[src/common/lane_config.svh]
////////////////////////////////////////
// Lane sizing macros: queues, banks,
// bank depth and element width
////////////////////////////////////////
`ifndef LANE_CONFIG_SVH
`define LANE_CONFIG_SVH

// Operand queues, one requester each
`define LANE_NR_QUEUES 3

// VRF banks, selected by the low address bits
`define LANE_NR_BANKS 4

// Rows in each bank
`define LANE_BANK_ROWS 64

// Width of one vector element
`define LANE_ELEM_W 16

// Elements held by one vector register
`define LANE_VREG_ELEMS 8

`endif
[src/common/lane_pkg.sv]
////////////////////////////////////////
// Lane types: elements, VRF addresses
// and the two views of a command word
////////////////////////////////////////
`include "lane_config.svh"

package lane_pkg;

  localparam int unsigned bank_w  = $clog2(`LANE_NR_BANKS);
  localparam int unsigned row_w   = $clog2(`LANE_BANK_ROWS);
  localparam int unsigned vaddr_w = bank_w + row_w;

  typedef logic [`LANE_ELEM_W-1:0] elem_t;
  // Flat element address with the bank in the low bits
  typedef logic [vaddr_w-1:0] vaddr_t;
  typedef logic [row_w-1:0] row_t;
  typedef logic [3:0] vlen_t;

  // Operand request, kind bit clear
  typedef struct packed {
    logic        kind;
    logic [1:0]  queue;
    logic [4:0]  vreg;
    logic [2:0]  vstart;
    vlen_t       vl;
    logic        hazard;
    logic [15:0] pad;
  } rd_cmd_t;

  // Result write, kind bit set
  typedef struct packed {
    logic       kind;
    vaddr_t     addr;
    elem_t      data;
    logic [6:0] pad;
  } wr_cmd_t;

  typedef union packed {
    rd_cmd_t rd;
    wr_cmd_t wr;
  } lane_cmd_u;

endpackage

[src/design/lane_cmd_dispatch.sv]
////////////////////////////////////////
// Wishbone command dispatcher with
// operand requests, writes and status
////////////////////////////////////////
`timescale 1ns/1ns
`include "lane_config.svh"

module lane_cmd_dispatch import lane_pkg::*; (
  input  logic                           clk_i,
  input  logic                           rst_ni,
  // Wishbone classic slave
  input  logic                           wb_cyc_i,
  input  logic                           wb_stb_i,
  input  logic                           wb_we_i,
  input  logic                           wb_adr_i,
  input  lane_cmd_u                      wb_dat_i,
  output logic [31:0]                    wb_dat_o,
  output logic                           wb_ack_o,
  // Commands toward the operand requesters
  output logic   [`LANE_NR_QUEUES-1:0]   req_valid_o,
  input  logic   [`LANE_NR_QUEUES-1:0]   req_ready_i,
  output vaddr_t [`LANE_NR_QUEUES-1:0]   req_addr_o,
  output vlen_t  [`LANE_NR_QUEUES-1:0]   req_len_o,
  output logic   [`LANE_NR_QUEUES-1:0]   req_hazard_o,
  // Result write port
  output logic                           wr_req_o,
  output vaddr_t                         wr_addr_o,
  output elem_t                          wr_data_o,
  input  logic                           wr_gnt_i
);

  localparam int unsigned nr_queues = `LANE_NR_QUEUES;

  logic                 stb_act;
  logic                 cmd_wr;
  logic                 rd_cmd;
  logic                 wr_cmd;
  logic                 bad_queue;
  logic                 ack_d;
  logic [nr_queues-1:0] busy;
  logic [31:0]          rdata_d;
  vaddr_t               start_addr;

  // A transfer is live until its ack has gone out
  assign stb_act = wb_cyc_i & wb_stb_i & ~wb_ack_o;
  assign cmd_wr  = stb_act & wb_we_i & (wb_adr_i == 1'b0);
  assign rd_cmd  = cmd_wr & ~wb_dat_i.rd.kind;
  assign wr_cmd  = cmd_wr & wb_dat_i.wr.kind;

  // Queue numbers past the last requester are dropped
  assign bad_queue  = (32'(wb_dat_i.rd.queue) >= nr_queues);
  assign start_addr = vaddr_t'(wb_dat_i.rd.vreg) * vaddr_t'(`LANE_VREG_ELEMS)
                      + vaddr_t'(wb_dat_i.rd.vstart);

  always_comb begin
    for (int q = 0; q < nr_queues; q++) begin
      req_valid_o[q]  = rd_cmd & (32'(wb_dat_i.rd.queue) == q);
      req_addr_o[q]   = start_addr;
      req_len_o[q]    = wb_dat_i.rd.vl;
      req_hazard_o[q] = wb_dat_i.rd.hazard;
    end
  end

  assign wr_req_o  = wr_cmd;
  assign wr_addr_o = wb_dat_i.wr.addr;
  assign wr_data_o = wb_dat_i.wr.data;

  // Commands wait for their target, so the host sees the back-pressure
  always_comb begin
    if (rd_cmd) begin
      ack_d = bad_queue | (|(req_valid_o & req_ready_i));
    end else if (wr_cmd) begin
      ack_d = wr_gnt_i;
    end else begin
      ack_d = stb_act;
    end
  end

  // A requester is busy whenever it cannot take a command
  assign busy    = ~req_ready_i;
  assign rdata_d = (stb_act & ~wb_we_i & wb_adr_i) ? 32'(busy) : '0;

  always_ff @(posedge clk_i or negedge rst_ni) begin
    if (!rst_ni) begin
      wb_ack_o <= 1'b0;
    end else begin
      wb_ack_o <= ack_d;
    end
  end

  always_ff @(posedge clk_i) begin
    wb_dat_o <= rdata_d;
  end

  // Every ack answers a strobe seen in the cycle before
  assert property (@(posedge clk_i) disable iff (!rst_ni)
    $rose(wb_ack_o) |-> $past(wb_cyc_i && wb_stb_i));

endmodule

[config.mk]
export PLATFORM = sky130hd
export DESIGN_NAME = lane_cmd_dispatch
export DESIGN_NICKNAME = d
export VERILOG_FILES = /design/src/common/lane_pkg.sv /design/src/design/lane_cmd_dispatch.sv
export VERILOG_INCLUDE_DIRS = /design/src /design/src/common
export SDC_FILE = /design/constraint.sdc
export NUM_CORES = 1
export LEC_CHECK = 0
export ABC_AREA = 1
export BUFFER_PORTS_ARGS = -buffer_cell sky130_fd_sc_hd__buf_2
export CORE_ASPECT_RATIO = 1.4
export CORE_MARGIN = 2
export CORE_UTILIZATION = 32
export CTS_BUF_LIST = sky130_fd_sc_hd__clkbuf_8
export CTS_CLUSTER_DIAMETER = 40
export CTS_CLUSTER_SIZE = 28
export DETAILED_ROUTE_END_ITERATION = 6
export PLACE_DENSITY_LB_ADDON = 0.08
export SLEW_MARGIN = 20
export SYNTH_ARGS = -nofsm -noshare
export SYNTH_HDL_FRONTEND = slang
export SYNTH_SLANG_ARGS = --single-unit
[constraint.sdc]
create_clock -name clk_i -period 1.65 [get_ports clk_i]
set_input_delay 0.2475 -clock clk_i [delete_from_list [all_inputs] [get_ports clk_i]]
set_output_delay 0.2475 -clock clk_i [all_outputs]
set_load 0.1 [all_outputs]
==> flow_summary_export.csv <==
group,metric,value,unit
status,status,"complete, but fails checks",
status,failed_checks,"negative setup slack",
cells_and_area,seq_area,88.8,µm²
timing,fin_ws,-0.0111,ns
drt,first_pass_iters,4,
setup_path,crit_type,"reg -> out",
clock_network,numCtsBuffers,3,
synth,synth_simple_gate_area_share,0.116,
grt,grt_remaining_overflow,0,
setup_path,r2r_start,"wb_ack_o$_DFF_PN0_",
setup_path,cp_slowest_stage_delay,0.47,ns
placed_design,place_congestion,0.621,
synth,seq_area_frac_synth,0.0930,
grt,grtUsageTotal,0.0685,
setup_path,crit_cells,6,
setup_path,crit_start,"wb_ack_o$_DFF_PN0_",
synth,yosysUniqueCellTypes,16,
setup_path,crit_chain,"inv_4 > nand3_4 > nor2_4 > nand2_4 > nor3_4 > buf_12",
floorplanning,rows,22,
floorplanning,num_io_pins,142,
grt,grt_pass1_wl,1.64,mm
drt,drc,0,
cells_and_area,fin_area,704,µm²
grt,antenna_found_initial,0,
setup_path,cp_num_buf_inv,2,
timing,drv_slew,0,
synth,ys_seq_elements,4,
drt,vias,438,
min_path,min_from,"req_ready_i[1]",
grt,grt_max_degree,8,
setup_path,crit_slowest_cell,"dfrtp_4",
placed_design,io_buffer_count,22,
floorplanning,die_y,67.3,µm
synth,synth_top_family_by_area,"buffers and inverters",
drt,drt-initial-drc-count,4,
drt,viasPerCell,3.37,
floorplanning,die_area,3310,µm²
clock_network,cts_tree,"built",
cells_and_area,num-nets-final,137,
setup_path,crit_arrival,1.41,ns
clock_network,clk_pin_slew,0.03,ns
synth,synthTopCellsByArea,"buf_4 (76%), dfxtp_1 (6.6%), nor2_1 (2.9%), dfrtp_1 (2.7%), inv_1 (2.1%)",
timing,post-route-min-period,1.66,ns
grt,grt_pass1_vias,375,
floorplanning,start_util,0.343,
timing,fin_skew,0.00484,ns
drt,wl_per_cell,9.23,µm
cells_and_area,final_util,0.264,
power_and_ir_drop,leakagePower,0.388,nW
timing,rsz0062_at_grt,"true",
synth,synth_xor_area_frac,0,
power_and_ir_drop,power_density,1010,nW/µm²
synth,syn_area_per_cell,7.26,µm²
synth,synth_compound_area_frac,0.0109,
drt,ant_nets,0,
synth,netlist.area_leader.share,0.755,
clock_network,clk_latency,0.22,ns
timing,fmax,602,MHz
min_path,hold_depth,2,
cells_and_area,area_growth,-23.0,%
setup_path,required,1.40,ns
cells_and_area,multi_input_area,287,µm²
setup_path,crit_path_end_kind,"primary output",
synth,yosysTopAreaCell,"buf_4",
clock_network,cts-htree-levels,1,
clock_network,cts.path.max_buffers,2,
power_and_ir_drop,ir_worst_vdd,0.000264,V
cells_and_area,fillCellCount,313,
min_path,hp-class,"in -> reg",
placed_design,post_dp_cell_area,609,µm²
setup_path,crit_fanout,4,
clock_network,clockRootBuffer,"clkbuf_8",
synth,synth.mux.area_fraction,0,
floorplanning,core_area,2670,µm²
cells_and_area,drive_above_1_share,0.436,
drt,wirelength,1.20,mm
synth,synth-warning-count,0,
synth,syn-cell-area,915,µm²
timing,final-setup-viol-count,2,
setup_path,r2r_cells,9,
synth,synth_cells,126,
setup_path,crit_family,"flip-flops",
job,max_cap_viol_count,0,
setup_path,start_kind,"flip-flop",
floorplanning,die_width,49.2,µm
synth,synthAdderAreaFrac,0,
cells_and_area,n_antenna_cell,0,
placed_design,dp_hpwl,980,µm
timing,hold_viol_final,0,
clock_network,cts_sinks,4,
timing,min_period_over_period,1.01,
cell usage after synthesis:
cell type,n
a21oi_1,1
buf_4,92
conb_1,1
dfrtp_1,1
dfxtp_1,3
inv_1,5
nand2_1,5
nand2_2,1
nand3_1,1
nand3_2,1
nand4_1,2
nor2_1,7
nor2_2,1
nor3_1,3
o21ai_0,1
or2_2,1
worst paths after layout:
| path | slack (ns) | to |
|---|---|---|
| worst max-delay path | -0.01 | req_valid_o[1] |
| worst min-delay path | 0.21 | wb_dat_o[1]$_SDFF_PN0_ |
| worst max register to register | 0.37 | wb_ack_o$_DFF_PN0_ |
| worst min register to register | 0.82 | wb_ack_o$_DFF_PN0_ |
| max in group asynchronous | 1.22 | wb_ack_o$_DFF_PN0_ |
| min in group asynchronous | 0.33 | wb_ack_o$_DFF_PN0_ |
per-stage QoR:
stage                     instances  hold slack [ns]  total power, mW  setup slack (ns)  setup TNS (ns)
after floorplan                 154          -0.0481             1.21            -0.443           -1.12
after global placement          120           0.0244            0.493             0.100               0
after detailed placement        120           0.0254            0.493            0.0923               0
after CTS                       128            0.202            0.713           -0.0244         -0.0314
after global routing            130            0.213            0.738           -0.0888          -0.190
final                           130            0.205            0.709           -0.0111         -0.0157
state kept, by name, summed over array words and instances (netlist names):
register,flops
wb_ack_o,1
wb_dat_o,3
power breakdown:
part | total, mW | leakage (nW) | switching, mW | internal [mW]
registers | 0.103 | 0.0359 | 0.00163 | 0.101
logic | 0.397 | 0.325 | 0.366 | 0.0311
clock network | 0.209 | 0.0269 | 0.0500 | 0.159
cell type report:
class,instances,area share
clock buffers,3,0.0586
clock inverters,1,0.00533
inverters,5,0.0302
multi-input cells,53,0.407
flip-flops and latches,4,0.126
well taps,36,0.0639
repair buffers,28,0.309
layer usage:
layer / GRT usage / wire length (µm) / vias to the layer above
met4: 0.0857 / 42 / 0
met3: 0.0442 / 177 / 9
met5: 0 / 0 / -
met2: 0.0895 / 568 / 45
met1: 0.0657 / 412 / 185
li1: - / - / 199
worst register-to-register path, stage by stage, from the launching register on:
cell     delay [ns]
dfrtp_4        0.47
inv_4          0.06
nand3_4        0.07
nor2_4         0.13
nand2_4        0.10
buf_4          0.15
buf_4          0.12
inv_1          0.04
nand2_1        0.04
nand2_1        0.05
kinds of logic (layout without fill, tap and decap cells):
group	count (synthesis)	count (layout)
buffers and inverters	97	37
and+or+nand+nor	22	22
DFF	4	4
AOI/OAI and AO/OA	2	2
other	1	29
layout by cell type, fill, tap and decap left out, types with 3 or more instances in the layout:
master / count
conb_1: 29
buf_2: 18
nor2_1: 6
inv_1: 5
buf_4: 5
nand2_1: 4
buf_12: 4
nor3_4: 3
clkbuf_8: 3
dfxtp_1: 3
timing repair:
action	in CTS	in global routing
pin swaps	2	1
setup endpoints to repair	3	3
setup buffers	3	2
gates resized for setup	0	1
hold endpoints to repair	1	0
hold buffers	1	0
Power figures use the tool's default switching activity.
