==> config.mk <==
export PLATFORM = sky130hd
export DESIGN_NAME = operand_requester
export DESIGN_NICKNAME = d
export VERILOG_FILES = /design/src/common/lane_pkg.sv /design/src/operand_requester/operand_requester.sv
export VERILOG_INCLUDE_DIRS = /design/src /design/src/common
export SDC_FILE = /design/constraint.sdc
export NUM_CORES = 1
export LEC_CHECK = 0
export BUFFER_PORTS_ARGS = -buffer_cell sky130_fd_sc_hd__buf_4
export CORE_ASPECT_RATIO = 0.5
export CORE_MARGIN = 2
export CORE_UTILIZATION = 33
export CTS_CLUSTER_SIZE = 14
export DETAILED_ROUTE_END_ITERATION = 8
export PLACE_DENSITY = 0.62
export SYNTH_ARGS = -nofsm -noshare
export SYNTH_HDL_FRONTEND = slang
export SYNTH_SLANG_ARGS = --single-unit
==> constraint.sdc <==
create_clock -name clk_i -period 1.65 [get_ports clk_i]
set_input_delay 0.33 -clock clk_i [delete_from_list [all_inputs] [get_ports clk_i]]
set_output_delay 0.33 -clock clk_i [all_outputs]
set_load 0.05 [all_outputs]
==> src/common/lane_config.svh <==
////////////////////////////////////////
// Lane sizing macros: queues, banks,
// bank depth and element width
////////////////////////////////////////
`ifndef LANE_CONFIG_SVH
`define LANE_CONFIG_SVH

// Operand queues, one requester each
`define LANE_NR_QUEUES 3

// VRF banks, selected by the low address bits
`define LANE_NR_BANKS 4

// Rows in each bank
`define LANE_BANK_ROWS 64

// Width of one vector element
`define LANE_ELEM_W 16

// Elements held by one vector register
`define LANE_VREG_ELEMS 8

`endif
==> src/common/lane_pkg.sv <==
////////////////////////////////////////
// Lane types: elements, VRF addresses
// and the two views of a command word
////////////////////////////////////////
`include "lane_config.svh"

package lane_pkg;

  localparam int unsigned bank_w  = $clog2(`LANE_NR_BANKS);
  localparam int unsigned row_w   = $clog2(`LANE_BANK_ROWS);
  localparam int unsigned vaddr_w = bank_w + row_w;

  typedef logic [`LANE_ELEM_W-1:0] elem_t;
  // Flat element address with the bank in the low bits
  typedef logic [vaddr_w-1:0] vaddr_t;
  typedef logic [row_w-1:0] row_t;
  typedef logic [3:0] vlen_t;

  // Operand request, kind bit clear
  typedef struct packed {
    logic        kind;
    logic [1:0]  queue;
    logic [4:0]  vreg;
    logic [2:0]  vstart;
    vlen_t       vl;
    logic        hazard;
    logic [15:0] pad;
  } rd_cmd_t;

  // Result write, kind bit set
  typedef struct packed {
    logic       kind;
    vaddr_t     addr;
    elem_t      data;
    logic [6:0] pad;
  } wr_cmd_t;

  typedef union packed {
    rd_cmd_t rd;
    wr_cmd_t wr;
  } lane_cmd_u;

endpackage

==> src/operand_requester/operand_requester.sv <==
////////////////////////////////////////
// Operand requester walking one vector
// operand element by element
////////////////////////////////////////
`timescale 1ns/1ns

module operand_requester import lane_pkg::*; (
  input  logic   clk_i,
  input  logic   rst_ni,
  // Command from the dispatcher
  input  logic   cmd_valid_i,
  output logic   cmd_ready_o,
  input  vaddr_t cmd_addr_i,
  input  vlen_t  cmd_len_i,
  input  logic   cmd_hazard_i,
  // Operand queue has room
  input  logic   opq_ready_i,
  // VRF read request
  output logic   rd_req_o,
  output vaddr_t rd_addr_o,
  input  logic   rd_gnt_i,
  input  logic   result_written_i
);

  typedef enum logic {
    st_idle,
    st_requesting
  } state_e;

  state_e state_q, state_d;
  vaddr_t addr_q, addr_d;
  vlen_t  len_q, len_d;
  logic   hazard_q, hazard_d;
  logic   stall;

  // A hazardous operand only moves right after a result write
  assign stall = hazard_q & ~result_written_i;

  assign cmd_ready_o = (state_q == st_idle);
  assign rd_req_o    = (state_q == st_requesting) & opq_ready_i & ~stall;
  assign rd_addr_o   = addr_q;

  always_comb begin
    state_d  = state_q;
    addr_d   = addr_q;
    len_d    = len_q;
    hazard_d = hazard_q;
    case (state_q)
      st_idle: begin
        if (cmd_valid_i) begin
          addr_d   = cmd_addr_i;
          len_d    = cmd_len_i;
          hazard_d = cmd_hazard_i;
          // Nothing to fetch for an empty operand
          if (cmd_len_i != '0) begin
            state_d = st_requesting;
          end
        end
      end
      st_requesting: begin
        // Next element sits in the next bank
        if (rd_gnt_i) begin
          addr_d = addr_q + vaddr_t'(1);
          len_d  = len_q - vlen_t'(1);
          if (len_q == vlen_t'(1)) begin
            state_d = st_idle;
          end
        end
      end
      default: begin
        state_d = st_idle;
      end
    endcase
  end

  always_ff @(posedge clk_i or negedge rst_ni) begin
    if (!rst_ni) begin
      state_q  <= st_idle;
      addr_q   <= '0;
      len_q    <= '0;
      hazard_q <= 1'b0;
    end else begin
      state_q  <= state_d;
      addr_q   <= addr_d;
      len_q    <= len_d;
      hazard_q <= hazard_d;
    end
  end

  // The bank grants only a pending request, and never toward a full queue
  assert property (@(posedge clk_i) disable iff (!rst_ni)
    rd_gnt_i |-> rd_req_o && opq_ready_i);

endmodule

==> results.md, run 1 <==
- Max_slew headroom: 78.2%
- Cells after synthesis: 95
- Fmax: 0.688 GHz
- Max clock buf depth: 2
- Flop pwr share: 33.1%
- CORE AREA: 0.00259 sq mm
- Switching power: 1.11 mW
- Final core utilization: 46.5%
- First-pass GRT wire length: 3.17 mm
- Max-slew violations: 0
- Reg2reg path depth: 4
- Avg WL per Cell: 12.5 um
- Largest net degree at the start of global routing: 26
- Synthesis Warnings: 0
- Mux share of post-synthesis cell area: 3.34%
- Logic pwr share: 51.9%
- Die area: 0.00319 sq mm
- Clk slew on worst S/H paths: 0.06 ns
- Hold crit path type: in -> reg
- Avg Synthesized Cell Area: 9.47 sq um
- Layout Skew: 0.00330 ns
- Reg2reg setup slack: 0.32 ns
- CP arrival: 1.12 ns
- Clock share of power: 15.0%
- Max VDD drop: 0.503 mV
- Antenna violations before repair: 0
- Simple-gate share of the synthesized area: 19.9%
- Outcome: finished, final reports clean
- Worst-Margin Slew: 0.323 ns
- Pwr dens: 1910 mW/mm^2
- Global route total overflow: 0
- Number of remaining DRC errors: 0
- Synth Area in Compound Gates: 21.8%
- Tmin final: 1.45 ns
- Die height: 40.9 um
- # setup viols final: 0
- Clock Latency Late Sink: 0.25 ns
- Leakage: 0.531 nW
- Vias per Instance: 4.91
- EDFF count, synth: 0
- Total Routing Usage GR: 14.0%
- Syn nets: 117
- RSZ-0062 raised after global routing: no
- Gpl congestion: 0.724
- Netlist Area Pre-Place: 900 sq um
- Fin crit share: 88.0%
- Post-synth cell types: 26
- Fin area: 0.00120 sq mm
- CTS sink cnt: 14
- CP startpoint kind: register
- CTS-repair resized insts: 0
- Worst r2r src: rd_addr_o[0]
- Ys async rst share: 100%
- Row cnt: 13
- Post-placement cell area: 0.00114 sq mm
- Largest family of logic cells by synthesized area: compound AO/OA/AOI/OAI gates
- DRT iter0 DRCs: 17
- DRT antenna net count: 0
- DRT Pass-1 Iters: 4
- Final Routed Wirelength: 2.02 mm
- Setup Crit Path Kind: reg -> out
- Share of cells above drive strength 1: 29.8%
- Hold Fails Final Rpt: 0
- Sw frac: 48.1%
- Commonest non-fill, non-tap cells in the layout: 29 x buf_4, 14 x dfrtp_1, 10 x a21oi_1
- Vias in the first global route: 684
- #FFs+latches synth: 14
- Critical Path Sink: cmd_ready_o
- ANT cells: 0
- Post-Synth Adder-Cell Area: 4.17%
- Post-DP HPWL: 1.45 mm
- Crit end category: output port
- Synth Area in XOR/XNOR: 6.82%
- Crit path max fanout: 9
- Power Internal: 1.19 mW
- MaxCap Viol Count: 0
- Root Buffer: clkbuf_8
- Reg-to-Reg End: rd_addr_o[6]
- CTS tree: done
- Via count: 791
- CTS buffer count: 3
- Die W: 77.8 um
- Most common cell after layout, fill and taps aside: buf_4
- WP data required: 1.32 ns
- TNS Setup: 0 ns
- Layout Nets: 147
- CTS H-tree lvls: 1
- Initial Util: 34.8%
- I/O Buffers: 28
- CP startpoint: state_q
- IO Pins: 29
- Post-synthesis sequential area ratio: 38.9%
- Top FF cell, synth: dfrtp_1
- Area Growth Syn to Fin: 33.7%
- Final hold slack: 0.326 ns
flip-flops by register name, indices dropped and copies added, names as in the netlist:
name / count
hazard_q: 1
len_q: 4
rd_addr_o: 8
state_q: 1
power by group through the flow:
stage	registers (mW)	clock network, mW	logic [mW]
finish	0.760	0.344	1.19
global route	0.800	0.363	1.30
CTS	0.763	0.353	1.21
detailed placement	0.769	0	1.20
global placement	0.752	0	1.19
floorplan	1.07	0	0.533
critical path, cell delays in order (launching register included):
cell	delay, ns
dfrtp_1	0.36
clkinv_1	0.23
buf_4	0.28
per-layer routing:
metal  GRT usage [%]  vias to the layer above  routed length [um]
li1                -                      408                   -
met1            15.2                      369                 888
met2            25.4                        9                1010
met3            5.07                        5                  79
met4            8.04                        0                  42
met5               0                        -                   0
kinds of logic (layout without fill, tap and decap cells):
| logic type | Yosys count | count (layout) |
|---|---|---|
| xor gates and xnor gates | 7 | 7 |
| DFF | 14 | 14 |
| muxes | 3 | 3 |
| adders and majority gates | 3 | 3 |
| and+or+nand+nor | 28 | 28 |
| AOI/OAI and AO/OA | 31 | 31 |
| buffers and inverters | 9 | 38 |
repair_timing:
item,in CTS,in global routing
buffers inserted,0,0
hold buffers,1,0
hold endpoints to repair,14,0
stage by stage:
step	power [mW]	setup slack (ns)	instances
global route	2.46	0.124	161
floorplan	1.61	0.0564	95
global placement	1.94	0.375	156
CTS	2.33	0.194	161
finish	2.30	0.197	161
detailed placement	1.97	0.323	156
cells in the mapped netlist, types with 2 or more instances:
cell type   n  area [sq um]
nand4_1     3          18.8
nand2_1     5          18.8
nor2_1      3          11.3
buf_4       3          22.5
a31oi_1     3          18.8
inv_1       3          11.3
a21oi_1    11          55.1
clkbuf_1    2          7.51
dfrtp_1    14           350
xor2_1      6          52.6
ha_1        3          37.5
nand3_1     2          10.0
or3_1       3          18.8
nor2b_1     9          56.3
mux2i_1     3          30.0
o21ai_0     4          20.0
a211oi_1    9          67.6
worst min path at each step:
| stage | startpoint | endpoint | slack, ns | depth (start not counted) |
|---|---|---|---|---|
| 2_1_floorplan | rst_ni | hazard_q | 0.03 | 0 |
| 3_3_place_gp | rst_ni | len_q[2] | 0.19 | 1 |
| 3_5_place_dp | rst_ni | len_q[2] | 0.19 | 1 |
| 4_1_cts | cmd_hazard_i | hazard_q | 0.32 | 2 |
| 5_1_grt | cmd_hazard_i | hazard_q | 0.33 | 2 |
| 6_report | cmd_hazard_i | hazard_q | 0.33 | 2 |
layout make-up:
class / instances / area (sq um)
clock buffer: 4 / 55.1
multi-input combinational: 72 / 508
inverter: 4 / 15.0
tap: 37 / 46.3
sequential: 14 / 350
fill: 250 / 1380
timing repair buffer: 30 / 228
No activity file was read; power rests on OpenSTA's default activity.
==> inputs of run 2 (changes only) <==
--- a/config.mk
+++ b/config.mk
@@ -12,7 +12,6 @@
 export CORE_UTILIZATION = 33
 export CTS_CLUSTER_SIZE = 14
 export DETAILED_ROUTE_END_ITERATION = 8
-export PLACE_DENSITY = 0.62
 export SYNTH_ARGS = -nofsm -noshare
 export SYNTH_HDL_FRONTEND = slang
 export SYNTH_SLANG_ARGS = --single-unit
==> run 2 against run 1 <==
Against the previous run: clock skew about the same; critical path depth is the same; sequential share of layout area stayed put; sequential power about the same; combinational power about the same; hold slack better by 0.0083 ns; largest power group unchanged.
==> results.md, run 2 (same netlist as run 1, synthesis figures left out) <==
- Outcome: finished, final reports clean
- TNS Setup: 0 ns
- Max_slew headroom: 78.1%
- Max clock buf depth: 2
- CP arrival: 1.10 ns
- Gpl congestion: 0.724
- Sequential Area: 350 sq um
- Initial Util: 34.8%
- DRT antenna net count: 0
- Die height: 40.9 um
- Pre-CTS WS: 0.328 ns
- CTS tree: done
- Hold crit path type: in -> reg
- CTS-repair resized insts: 0
- Row cnt: 13
- IO Pins: 29
- Filler Cells Inserted: 264
- Avg WL per Cell: 12.3 um
- CTS H-tree lvls: 1
- Worst-Margin Slew: 0.324 ns
- Max-slew violations: 0
- Hold Fails Final Rpt: 0
- Antenna violations before repair: 0
- Area Growth Syn to Fin: 33.7%
- CP startpoint kind: register
- Crit path max fanout: 9
- MaxCap Viol Count: 0
- DRT iter0 DRCs: 24
- Via count: 784
- CTS buffer count: 3
- RSZ-0062 raised after global routing: no
- Total Routing Usage GR: 13.9%
- Leakage: 0.531 nW
- Tmin final: 1.43 ns
- Layout Skew: 0.00280 ns
- First-pass GRT wire length: 3.26 mm
- Global route total overflow: 0
- I/O Buffers: 28
- Post-DP HPWL: 1.40 mm
- Die W: 77.8 um
- Crit end category: output port
- Setup Crit Path Kind: reg -> out
- Pwr dens: 1900 mW/mm^2
- Share of cells above drive strength 1: 29.8%
- Clk slew on worst S/H paths: 0.06 ns
- Fin crit share: 86.8%
- Max reg flops: 8
- Vias per Instance: 4.87
- Max VDD drop: 0.697 mV
- Clock Latency Late Sink: 0.25 ns
- Post-route setup slack: 0.218 ns
- Commonest non-fill, non-tap cells in the layout: 29 x buf_4, 14 x dfrtp_1, 10 x a21oi_1
- Fmax: 0.698 GHz
- Largest net degree at the start of global routing: 26
- ANT cells: 0
- Root Buffer: clkbuf_8
- CTS sink cnt: 14
- CORE AREA: 0.00259 sq mm
- DRT Pass-1 Iters: 4
- Die area: 0.00319 sq mm
- Vias in the first global route: 695
- Most common cell after layout, fill and taps aside: buf_4
- Multi-input logic area: 508 sq um
- Final Routed Wirelength: 1.97 mm
- Layout Nets: 147
- # setup viols final: 0
- Number of remaining DRC errors: 0
- WP data required: 1.32 ns
[run 2: cell counts in the layout (fill, tap and decap cells not counted)]
Identical to the previous run, type by type.
[run 2: timing repair]
item | 4_1_cts | 5_1_grt
hold buffers | 1 | 0
endpoints found under the hold margin | 14 | 0
setup buffers | 0 | 0
[run 2: report_power, final]
part	internal [mW]	total, mW	switching, mW	leakage, nW
Sequential	0.518	0.757	0.240	0.160
Combinational	0.465	1.20	0.731	0.343
Clock	0.211	0.336	0.125	0.0288
[run 2: layer usage]
layer / routed length [um] / part of all wire (%) / up-vias / track usage (%)
met3: 74 / 3.8 / 2 / 4.63
met2: 957 / 49 / 8 / 25.4
met1: 924 / 47 / 365 / 16.8
met5: 0 / 0 / - / 0
li1: - / - / 409 / -
met4: 17 / 0.86 / 0 / 2.68
[run 2: layout make-up]
| cell class | count | area share (%) |
|---|---|---|
| timing repair buffer | 30 | 18.9 |
| inverter | 4 | 1.25 |
| clock buffer | 4 | 4.58 |
| multi-input combinational | 72 | 42.2 |
| tap | 37 | 3.85 |
| sequential | 14 | 29.1 |
[run 2: path summary, 6_finish.rpt]
check                                  start           end  slack [ns]  cells after the start
worst max-delay path                 state_q   cmd_ready_o        0.22                      2
worst min-delay path            cmd_hazard_i      hazard_q        0.33                      2
worst max register to register  rd_addr_o[0]  rd_addr_o[6]        0.30                      4
worst min register to register      len_q[3]       state_q        0.58                      2
max in group asynchronous             rst_ni       state_q        0.98                      2
min in group asynchronous             rst_ni  rd_addr_o[3]        0.51                      2
[run 2: through the flow]
step / cell area [sq um] / instances / power, mW / hold WS (ns) / utilization, %
floorplan: 903 / 95 / 1.61 / 0.0344 / -
global placement: 1140 / 156 / 1.94 / 0.195 / 44.0
detailed placement: 1140 / 156 / 1.97 / 0.198 / 44.0
CTS: 1200 / 161 / 2.32 / 0.331 / 46.5
global route: 1200 / 161 / 2.46 / 0.335 / 46.5
finish: 1200 / 161 / 2.29 / 0.335 / 46.5
[run 2: worst max-delay path, cell delays in order, from the launching register on]
cell and delay (ns):
dfrtp_1 0.37, clkinv_1 0.22, buf_4 0.27
